**config.mk**
```make
export PLATFORM = sky130hd
export DESIGN_NAME = tl2umi_bridge
export DESIGN_NICKNAME = d
export VERILOG_FILES = /design/src/logic/tl_pkg.sv /design/src/logic/umi_pkg.sv /design/src/logic/packet_fifo.sv /design/src/logic/tl2umi_bridge.sv /design/src/logic/tl_req_converter.sv /design/src/logic/umi_resp_converter.sv
export SDC_FILE = /design/constraint.sdc
export NUM_CORES = 1
export LEC_CHECK = 0
export ABC_AREA = 1
export BUFFER_PORTS_ARGS = -buffer_cell sky130_fd_sc_hd__buf_2
export CORE_AREA = 2 2 288 290
export DETAILED_ROUTE_END_ITERATION = 8
export DIE_AREA = 0 0 290 292
export GPL_TIMING_DRIVEN = 0
export PLACE_DENSITY_LB_ADDON = 0.15
export SLEW_MARGIN = 20
export SYNTH_ARGS = -nofsm -noshare
export SYNTH_HDL_FRONTEND = slang
export SYNTH_SLANG_ARGS = --single-unit
```
**constraint.sdc**
```tcl
create_clock -name clk -period 32.6 [get_ports clk]
set_clock_uncertainty 0.1 [all_clocks]
set_input_delay 1.63 -clock clk [delete_from_list [all_inputs] [get_ports clk]]
set_output_delay 1.63 -clock clk [all_outputs]
set_load 0.005 [all_outputs]
```
**src/logic/tl_pkg.sv**
```systemverilog
package tl_pkg;

    // A and D opcodes overlap in encoding
    typedef logic [2:0] tl_opcode_e;

    // A channel
    localparam tl_opcode_e TL_PUT_FULL_DATA    = 3'd0;
    localparam tl_opcode_e TL_PUT_PARTIAL_DATA = 3'd1;
    localparam tl_opcode_e TL_ARITHMETIC_DATA  = 3'd2;
    localparam tl_opcode_e TL_LOGICAL_DATA     = 3'd3;
    localparam tl_opcode_e TL_GET              = 3'd4;

    // D channel
    localparam tl_opcode_e TL_ACCESS_ACK       = 3'd0;
    localparam tl_opcode_e TL_ACCESS_ACK_DATA  = 3'd1;

    typedef enum logic [2:0] {
        TL_PA_MIN  = 3'd0,
        TL_PA_MAX  = 3'd1,
        TL_PA_MINU = 3'd2,
        TL_PA_MAXU = 3'd3,
        TL_PA_ADD  = 3'd4
    } tl_arith_param_e;

    typedef enum logic [2:0] {
        TL_PL_XOR  = 3'd0,
        TL_PL_OR   = 3'd1,
        TL_PL_AND  = 3'd2,
        TL_PL_SWAP = 3'd3
    } tl_logic_param_e;

    typedef struct packed {
        tl_opcode_e  opcode;
        logic [2:0]  param;
        logic [2:0]  size;
        logic [4:0]  source;
        logic [55:0] address;
        logic [7:0]  mask;
        logic [63:0] data;
    } tl_a_t;

    typedef struct packed {
        tl_opcode_e  opcode;
        logic [2:0]  size;
        logic [4:0]  source;
        logic [63:0] data;
    } tl_d_t;

endpackage

```
**src/logic/umi_pkg.sv**
```systemverilog
package umi_pkg;

    localparam int UMI_AW = 64;
    localparam int UMI_DW = 64;

    typedef enum logic [4:0] {
        UMI_REQ_READ   = 5'h01,
        UMI_RESP_READ  = 5'h02,
        UMI_REQ_WRITE  = 5'h03,
        UMI_RESP_WRITE = 5'h04,
        UMI_REQ_ATOMIC = 5'h09,
        UMI_REQ_ERROR  = 5'h0f
    } umi_opcode_e;

    typedef enum logic [7:0] {
        UMI_ATOMIC_ADD  = 8'h00,
        UMI_ATOMIC_AND  = 8'h01,
        UMI_ATOMIC_OR   = 8'h02,
        UMI_ATOMIC_XOR  = 8'h03,
        UMI_ATOMIC_MAX  = 8'h04,
        UMI_ATOMIC_MIN  = 8'h05,
        UMI_ATOMIC_MAXU = 8'h06,
        UMI_ATOMIC_MINU = 8'h07,
        UMI_ATOMIC_SWAP = 8'h08
    } umi_atype_e;

    typedef struct packed {
        logic [6:0]  rsvd;
        logic        eom;
        umi_atype_e  atype;
        logic [7:0]  len;
        logic [2:0]  size;
        umi_opcode_e opcode;
    } umi_cmd_t;

    typedef struct packed {
        umi_cmd_t          cmd;
        logic [UMI_AW-1:0] dstaddr;
        logic [UMI_AW-1:0] srcaddr;
        logic [UMI_DW-1:0] data;
    } umi_packet_t;

    // Low 16 bits of the request source address, echoed back in the
    // response destination address
    typedef struct packed {
        logic [3:0] shift;
        logic [3:0] size;
        logic [7:0] source;
    } umi_user_t;

endpackage

```
**src/logic/packet_fifo.sv**
```systemverilog
`timescale 1ns/1ps

module packet_fifo #(
    parameter type payload_t = logic [63:0],
    parameter int  DEPTH     = 2
) (
    input  logic     clk,
    input  logic     nreset,
    input  logic     in_valid,
    input  payload_t in_data,
    output logic     in_ready,
    output logic     out_valid,
    output payload_t out_data,
    input  logic     out_ready
);

    localparam int PW = (DEPTH > 1) ? $clog2(DEPTH) : 1;
    localparam int CW = $clog2(DEPTH + 1);

    payload_t        mem [DEPTH];
    logic [PW-1:0]   wr_ptr;
    logic [PW-1:0]   rd_ptr;
    logic [CW-1:0]   count;
    logic            push;
    logic            pop;

    assign in_ready  = (count != CW'(DEPTH));
    assign out_valid = (count != '0);
    assign out_data  = mem[rd_ptr];

    assign push = in_valid & in_ready;
    assign pop  = out_valid & out_ready;

    always_ff @(posedge clk) begin
        if (push) begin
            mem[wr_ptr] <= in_data;
        end
    end

    always_ff @(posedge clk or negedge nreset) begin
        if (!nreset) begin
            wr_ptr <= '0;
            rd_ptr <= '0;
            count  <= '0;
        end else begin
            if (push) begin
                wr_ptr <= (wr_ptr == PW'(DEPTH - 1)) ? '0 : wr_ptr + 1'b1;
            end
            if (pop) begin
                rd_ptr <= (rd_ptr == PW'(DEPTH - 1)) ? '0 : rd_ptr + 1'b1;
            end
            case ({push, pop})
                2'b10:   count <= count + 1'b1;
                2'b01:   count <= count - 1'b1;
                default: count <= count;
            endcase
        end
    end

endmodule

```
**src/logic/tl2umi_bridge.sv**
```systemverilog
`timescale 1ns/1ps

module tl2umi_bridge
    import tl_pkg::*;
    import umi_pkg::*;
#(
    parameter int REQ_DEPTH  = 2,
    parameter int RESP_DEPTH = 2
) (
    input  logic              clk,
    input  logic              nreset,
    input  logic [UMI_AW-1:0] srcaddr,

    input  logic              tl_a_valid,
    input  tl_a_t             tl_a,
    output logic              tl_a_ready,

    output logic              tl_d_valid,
    output tl_d_t             tl_d,
    input  logic              tl_d_ready,
    output logic [1:0]        tl_d_param,
    output logic              tl_d_sink,
    output logic              tl_d_denied,
    output logic              tl_d_corrupt,

    output logic              uhost_req_valid,
    output umi_packet_t       uhost_req,
    input  logic              uhost_req_ready,

    input  logic              uhost_resp_valid,
    input  umi_packet_t       uhost_resp,
    output logic              uhost_resp_ready
);

    logic        req_pkt_valid;
    umi_packet_t req_pkt;
    logic        req_pkt_ready;
    logic        resp_pkt_valid;
    umi_packet_t resp_pkt;
    logic        resp_pkt_ready;
    logic        txn_done;

    assign tl_d_param   = 2'b00;
    assign tl_d_sink    = 1'b0;
    assign tl_d_denied  = 1'b0;
    assign tl_d_corrupt = 1'b0;

    tl_req_converter req_conv (
        .clk        (clk),
        .nreset     (nreset),
        .srcaddr    (srcaddr),
        .tl_a_valid (tl_a_valid),
        .tl_a       (tl_a),
        .tl_a_ready (tl_a_ready),
        .req_valid  (req_pkt_valid),
        .req        (req_pkt),
        .req_ready  (req_pkt_ready),
        .txn_done   (txn_done)
    );

    packet_fifo #(
        .payload_t (umi_packet_t),
        .DEPTH     (REQ_DEPTH)
    ) req_fifo (
        .clk       (clk),
        .nreset    (nreset),
        .in_valid  (req_pkt_valid),
        .in_data   (req_pkt),
        .in_ready  (req_pkt_ready),
        .out_valid (uhost_req_valid),
        .out_data  (uhost_req),
        .out_ready (uhost_req_ready)
    );

    packet_fifo #(
        .payload_t (umi_packet_t),
        .DEPTH     (RESP_DEPTH)
    ) resp_fifo (
        .clk       (clk),
        .nreset    (nreset),
        .in_valid  (uhost_resp_valid),
        .in_data   (uhost_resp),
        .in_ready  (uhost_resp_ready),
        .out_valid (resp_pkt_valid),
        .out_data  (resp_pkt),
        .out_ready (resp_pkt_ready)
    );

    umi_resp_converter resp_conv (
        .clk        (clk),
        .nreset     (nreset),
        .resp_valid (resp_pkt_valid),
        .resp       (resp_pkt),
        .resp_ready (resp_pkt_ready),
        .tl_d_valid (tl_d_valid),
        .tl_d       (tl_d),
        .tl_d_ready (tl_d_ready),
        .txn_done   (txn_done)
    );

endmodule

```
**src/logic/tl_req_converter.sv**
```systemverilog
`timescale 1ns/1ps

module tl_req_converter
    import tl_pkg::*;
    import umi_pkg::*;
(
    input  logic              clk,
    input  logic              nreset,
    input  logic [UMI_AW-1:0] srcaddr,
    input  logic              tl_a_valid,
    input  tl_a_t             tl_a,
    output logic              tl_a_ready,
    output logic              req_valid,
    output umi_packet_t       req,
    input  logic              req_ready,
    input  logic              txn_done
);

    typedef enum logic [1:0] {
        ST_IDLE,
        ST_ISSUE,
        ST_WAIT_DONE
    } state_e;

    state_e      state;
    logic [2:0]  shift;
    logic [3:0]  ones;
    logic        a_fire;
    logic        a_supported;
    logic        atomic_ok;
    umi_atype_e  atype;
    umi_user_t   user;
    umi_packet_t pkt_next;

    assign tl_a_ready = (state == ST_IDLE);
    assign req_valid  = (state == ST_ISSUE);
    assign a_fire     = tl_a_valid & tl_a_ready;

    assign a_supported = (tl_a.opcode == TL_GET) ||
                         (tl_a.opcode == TL_PUT_FULL_DATA) ||
                         (tl_a.opcode == TL_PUT_PARTIAL_DATA) ||
                         (tl_a.opcode == TL_ARITHMETIC_DATA) ||
                         (tl_a.opcode == TL_LOGICAL_DATA);

    // Lowest set mask bit is the start byte
    always_comb begin
        shift = 3'd0;
        for (int i = 7; i >= 0; i--) begin
            if (tl_a.mask[i]) begin
                shift = 3'(i);
            end
        end
    end

    always_comb begin
        ones = '0;
        for (int i = 0; i < 8; i++) begin
            ones = ones + 4'(tl_a.mask[i]);
        end
    end

    // Atomic type from opcode and param
    always_comb begin
        atype     = UMI_ATOMIC_ADD;
        atomic_ok = 1'b1;
        if (tl_a.opcode == TL_ARITHMETIC_DATA) begin
            case (tl_a.param)
                TL_PA_MIN:  atype = UMI_ATOMIC_MIN;
                TL_PA_MAX:  atype = UMI_ATOMIC_MAX;
                TL_PA_MINU: atype = UMI_ATOMIC_MINU;
                TL_PA_MAXU: atype = UMI_ATOMIC_MAXU;
                TL_PA_ADD:  atype = UMI_ATOMIC_ADD;
                default:    atomic_ok = 1'b0;
            endcase
        end else begin
            case (tl_a.param)
                TL_PL_XOR:  atype = UMI_ATOMIC_XOR;
                TL_PL_OR:   atype = UMI_ATOMIC_OR;
                TL_PL_AND:  atype = UMI_ATOMIC_AND;
                TL_PL_SWAP: atype = UMI_ATOMIC_SWAP;
                default:    atomic_ok = 1'b0;
            endcase
        end
    end

    assign user.shift  = {1'b0, shift};
    assign user.size   = {1'b0, tl_a.size};
    assign user.source = {3'b000, tl_a.source};

    always_comb begin
        pkt_next.cmd.rsvd   = '0;
        pkt_next.cmd.eom    = 1'b1;
        pkt_next.cmd.atype  = UMI_ATOMIC_ADD;
        pkt_next.cmd.len    = 8'(ones - 4'd1);
        pkt_next.cmd.size   = 3'd0;
        pkt_next.cmd.opcode = UMI_REQ_WRITE;
        pkt_next.dstaddr    = {8'h00, tl_a.address[55:3], shift};
        pkt_next.srcaddr    = {srcaddr[UMI_AW-1:16], user};
        pkt_next.data       = tl_a.data >> {shift, 3'b000};
        case (tl_a.opcode)
            TL_GET: begin
                pkt_next.cmd.opcode = UMI_REQ_READ;
                pkt_next.cmd.len    = (8'd1 << tl_a.size) - 8'd1;
            end
            TL_ARITHMETIC_DATA, TL_LOGICAL_DATA: begin
                pkt_next.cmd.opcode = atomic_ok ? UMI_REQ_ATOMIC : UMI_REQ_ERROR;
                pkt_next.cmd.size   = tl_a.size;
                pkt_next.cmd.len    = 8'd0;
                pkt_next.cmd.atype  = atype;
            end
            default: begin
                pkt_next.cmd.opcode = UMI_REQ_WRITE;
            end
        endcase
    end

    always_ff @(posedge clk) begin
        if (a_fire) begin
            req <= pkt_next;
        end
    end

    always_ff @(posedge clk or negedge nreset) begin
        if (!nreset) begin
            state <= ST_IDLE;
        end else begin
            case (state)
                ST_IDLE: begin
                    // Unsupported opcodes are taken and dropped
                    if (a_fire && a_supported) begin
                        state <= ST_ISSUE;
                    end
                end
                ST_ISSUE: begin
                    if (req_ready) begin
                        state <= ST_WAIT_DONE;
                    end
                end
                ST_WAIT_DONE: begin
                    if (txn_done) begin
                        state <= ST_IDLE;
                    end
                end
                default: state <= ST_IDLE;
            endcase
        end
    end

endmodule

```
**src/logic/umi_resp_converter.sv**
```systemverilog
`timescale 1ns/1ps

module umi_resp_converter
    import tl_pkg::*;
    import umi_pkg::*;
(
    input  logic        clk,
    input  logic        nreset,
    input  logic        resp_valid,
    input  umi_packet_t resp,
    output logic        resp_ready,
    output logic        tl_d_valid,
    output tl_d_t       tl_d,
    input  logic        tl_d_ready,
    output logic        txn_done
);

    umi_user_t user;
    logic      resp_fire;
    logic      is_read;
    logic      is_write;

    // Source, size and shift come back in the destination address
    assign user = resp.dstaddr[15:0];

    assign resp_ready = ~tl_d_valid;
    assign resp_fire  = resp_valid & resp_ready;
    assign txn_done   = tl_d_valid & tl_d_ready;

    assign is_read  = (resp.cmd.opcode == UMI_RESP_READ);
    assign is_write = (resp.cmd.opcode == UMI_RESP_WRITE);

    always_ff @(posedge clk) begin
        if (resp_fire) begin
            tl_d.size   <= user.size[2:0];
            tl_d.source <= user.source[4:0];
            if (is_read) begin
                tl_d.opcode <= TL_ACCESS_ACK_DATA;
                tl_d.data   <= resp.data << {user.shift, 3'b000};
            end else begin
                tl_d.opcode <= TL_ACCESS_ACK;
                tl_d.data   <= '0;
            end
        end
    end

    always_ff @(posedge clk or negedge nreset) begin
        if (!nreset) begin
            tl_d_valid <= 1'b0;
        end else if (resp_fire) begin
            // Other response types are dropped without a D beat
            tl_d_valid <= is_read | is_write;
        end else if (tl_d_ready) begin
            tl_d_valid <= 1'b0;
        end
    end

endmodule

```
==> reports/results.txt <==
status: completed
design internal power: 2.39 mW
number of clock sinks: 828
fraction of power consumed by sequential logic: 0.415
setup TNS after final layout: 0 ps
post-DP HPWL: 79,000 um
area of the mapped netlist: 0.0331 mm2
clock network power share: 0.270
Critical Setup Path Class: reg2out
effective utilization at floorplan: 0.405
worst slack, placed: 27,510 ps
Area contributors post-synth: edfxtp_1 (74%), nand2_1 (12%), nand3_1 (3.6%)
cell taking the most area after synthesis: edfxtp_1
clock period minus worst slack: 4980 ps
first-pass GRT wire length: 149,000 um
wire length reported by the detailed router: 103,000 um
H-tree Lvls: 3
worst hold margin: 314 ps
Final #Nets: 3,851
post-CTS repair timing setup buffer count: 0
post-route setup slack: 27,620 ps
via density per instance: 4.96
sequential element share of the synthesized area: 0.750
post-route total power: 3.68 mW
highest attainable clock frequency: 201 MHz
Die Span X: 290 um
largest net degree at the start of global routing: 30
transition time at the pin with the least slew margin: 1090 ps
maximum cell stage delay along the critical path: 790 ps
Top FF cell, synth: edfxtp_1
required time of the worst setup path: 30,870 ps
Core Box Area: 0.0816 mm2
DRC violations left: 0
final critical-path share of the clock period: 0.153
global-route met3 utilization: 0.0550
async set-reset flop share out of synthesis: 0.0133
number of pins exceeding their max-slew limit in the final report: 0
Critical-path top delay cell: clkbuf_1
area of the die: 0.0847 mm2
fraction of met2 tracks used by global routing: 0.420
latest clock arrival within the worst-skew pair: 650 ps
finished layout cell area: 0.0411 mm2
Worst path top cell family by delay: buffers and inverters
yosys synthesis warning count: 0
number of distinct standard cells referenced by the synthesized netlist: 41
global-route met1 utilization: 0.293
mean instance size in the synthesized netlist: 12.3 um2
cts bufs inserted: 87
total of fill cells in the finished design: 7,149
remaining number of nets flagged by the antenna check after routing: 0
PostCTS Resize Cnt: 0
CTS tree: done
Area growth syn-to-layout: 24.3%
nature of the critical path endpoint: output pin
cells along the critical path: clkbuf_1, clkbuf_1, buf_1, nand2_1, nand2_1, buf_2
highest fanout seen on the critical path: 10
number of buffers between clock root and the deepest sink: 3
I/O pins: 744
number of instances in the synthesized netlist: 2,684
utilization after layout: 0.504
number of flops mapped to enable cells by yosys: 817
power density normalized to cell area: 89.4 mW/mm2
Clk Tree Root Cell: clkbuf_16
number of hold violations in the final report: 0
per-cell routed wire length: 22.6 um
# hold bufs at CTS: 0
total global routing overflow: 0
placed instance area: 0.0382 mm2
switching part of the total: 0.350
grt peak-use layer: met2
vertical extent of the die: 292 um
area fraction of the dominant cell type after synthesis: 0.742
register bit total from synthesis: 828
number of placed cells counting well taps: 4,385
setup repair after global routing missed its margin: no
Iter 0 DRT Violations: 1,674
Max IR drop VDD: 0.0814 mV
Setup violations, final: 0
total number of vias: 22,610
startpoint type of the worst setup path: flop
Bufs and invs on worst path: 4
class of the worst hold path: reg2reg
PortBufs: 547
via count of the first global-routing pass: 22,524
combinational fraction of design power: 0.315
initial antenna violation count: 16
leakage power total: 16.9 nW
count of standard-cell rows: 105
drt pass-1 iters: 6
Max-Slew Margin vs Limit: 0.266
clock slew at reported path FFs: 60 ps
layout cells sized above 1: 0.248
all-layer global routing usage: 0.240
net switching power: 1.29 mW
final weighted congestion in routability-driven placement: 0.932
data arrival time of the critical path: 3250 ps
Max Cap Viol: 0
count of placed standard cells in the final layout, fillers left out: 4,556
[layout by cell type, fill, tap and decap left out, types with 34 or more instances in the layout]
master,count
buf_2,590
buf_4,61
clkbuf_1,92
clkbuf_16,88
conb_1,34
edfxtp_1,817
inv_1,69
nand2_1,1015
nand3_1,241
nor2_1,69
o21ai_0,119
[worst paths after layout]
| path | from | cells past startpoint | endpoint | slack, ps |
|---|---|---|---|---|
| setup / recovery | req_fifo.rd_ptr$_DFFE_PN0P_ | 6 | uhost_req[6] | 27620 |
| hold / removal | req_conv.req[203]$_DFFE_PP_ | 0 | req_fifo.mem[0][190]$_DFFE_PP_ | 310 |
| setup reg to reg | req_conv.state[0]$_DFFE_PN0P_ | 9 | req_conv.req[0]$_DFFE_PP_ | 29420 |
| hold reg to reg | req_conv.req[203]$_DFFE_PP_ | 0 | req_fifo.mem[0][190]$_DFFE_PP_ | 310 |
| max in group asynchronous | nreset | 1 | req_conv.state[1]$_DFFE_PN0P_ | 31380 |
| min in group asynchronous | nreset | 1 | resp_fifo.count[0]$_DFFE_PN0P_ | 770 |
[layout make-up]
class	count	area (um2)	share of cell area
inverter	74	278	0.00676
buffer	175	918	0.0223
antenna	8	20.0	0.000487
clock buffer	109	2280	0.0555
multi-input combinational	1639	7240	0.176
sequential	828	24800	0.603
clock inverter	54	624	0.0152
timing repair buffer	599	3610	0.0879
tap	1070	1340	0.0326
[layer usage]
metal	vias to the layer above	share of wire	routed length [um]
met1	10900	0.39	40400
met5	-	0.0010	107
met4	16	0.031	3170
met2	842	0.50	51700
met3	169	0.072	7410
li1	10683	-	-
[flip-flops by register name, summed over array words and instances, names as in the netlist]
| register | cells |
|---|---|
| req_conv.state | 2 |
| resp_conv.tl_d_valid | 1 |
| req_fifo.count | 2 |
| resp_conv.tl_d | 73 |
| req_conv.req | 194 |
| req_fifo.mem | 388 |
| resp_fifo.wr_ptr | 1 |
| resp_fifo.count | 2 |
| req_fifo.wr_ptr | 1 |
| resp_fifo.rd_ptr | 1 |
| resp_fifo.mem | 162 |
| req_fifo.rd_ptr | 1 |
[kinds of logic (layout without fill, tap and decap cells)]
family	Yosys count	in the layout	synth area share
buffers and inverters	249	1011	0.0361
XOR/XNOR	11	11	0.00291
flip-flops	828	828	0.750
other	2	42	0.000227
multiplexers	5	5	0.00151
AO/OA/AOI/OAI	182	182	0.0298
AND/OR/NAND/NOR	1396	1396	0.174
adder cells (fa/ha/maj)	11	11	0.00507
[synthesized netlist by cell type (10+ instances only)]
library cell	number
nand4_1	10
o21ai_0	119
buf_4	39
clkbuf_1	72
nor2_1	74
buf_1	13
or2_2	21
buf_2	43
edfxtp_1	817
nor3_1	13
a21oi_1	33
dfrtp_1	11
nor3_2	14
inv_1	69
nand3_1	241
nand2_1	1015
[power groups by stage]
stage	Sequential (mW)	Clock, mW	Combinational, mW
2_1_floorplan	1.60	0	0.570
3_3_place_gp	1.66	0	1.10
3_5_place_dp	1.54	0	1.17
4_1_cts	1.53	1.02	1.17
5_1_grt	1.54	1.06	1.27
6_report	1.52	0.994	1.16
Note: power is estimated with default switching activity, not from simulation.
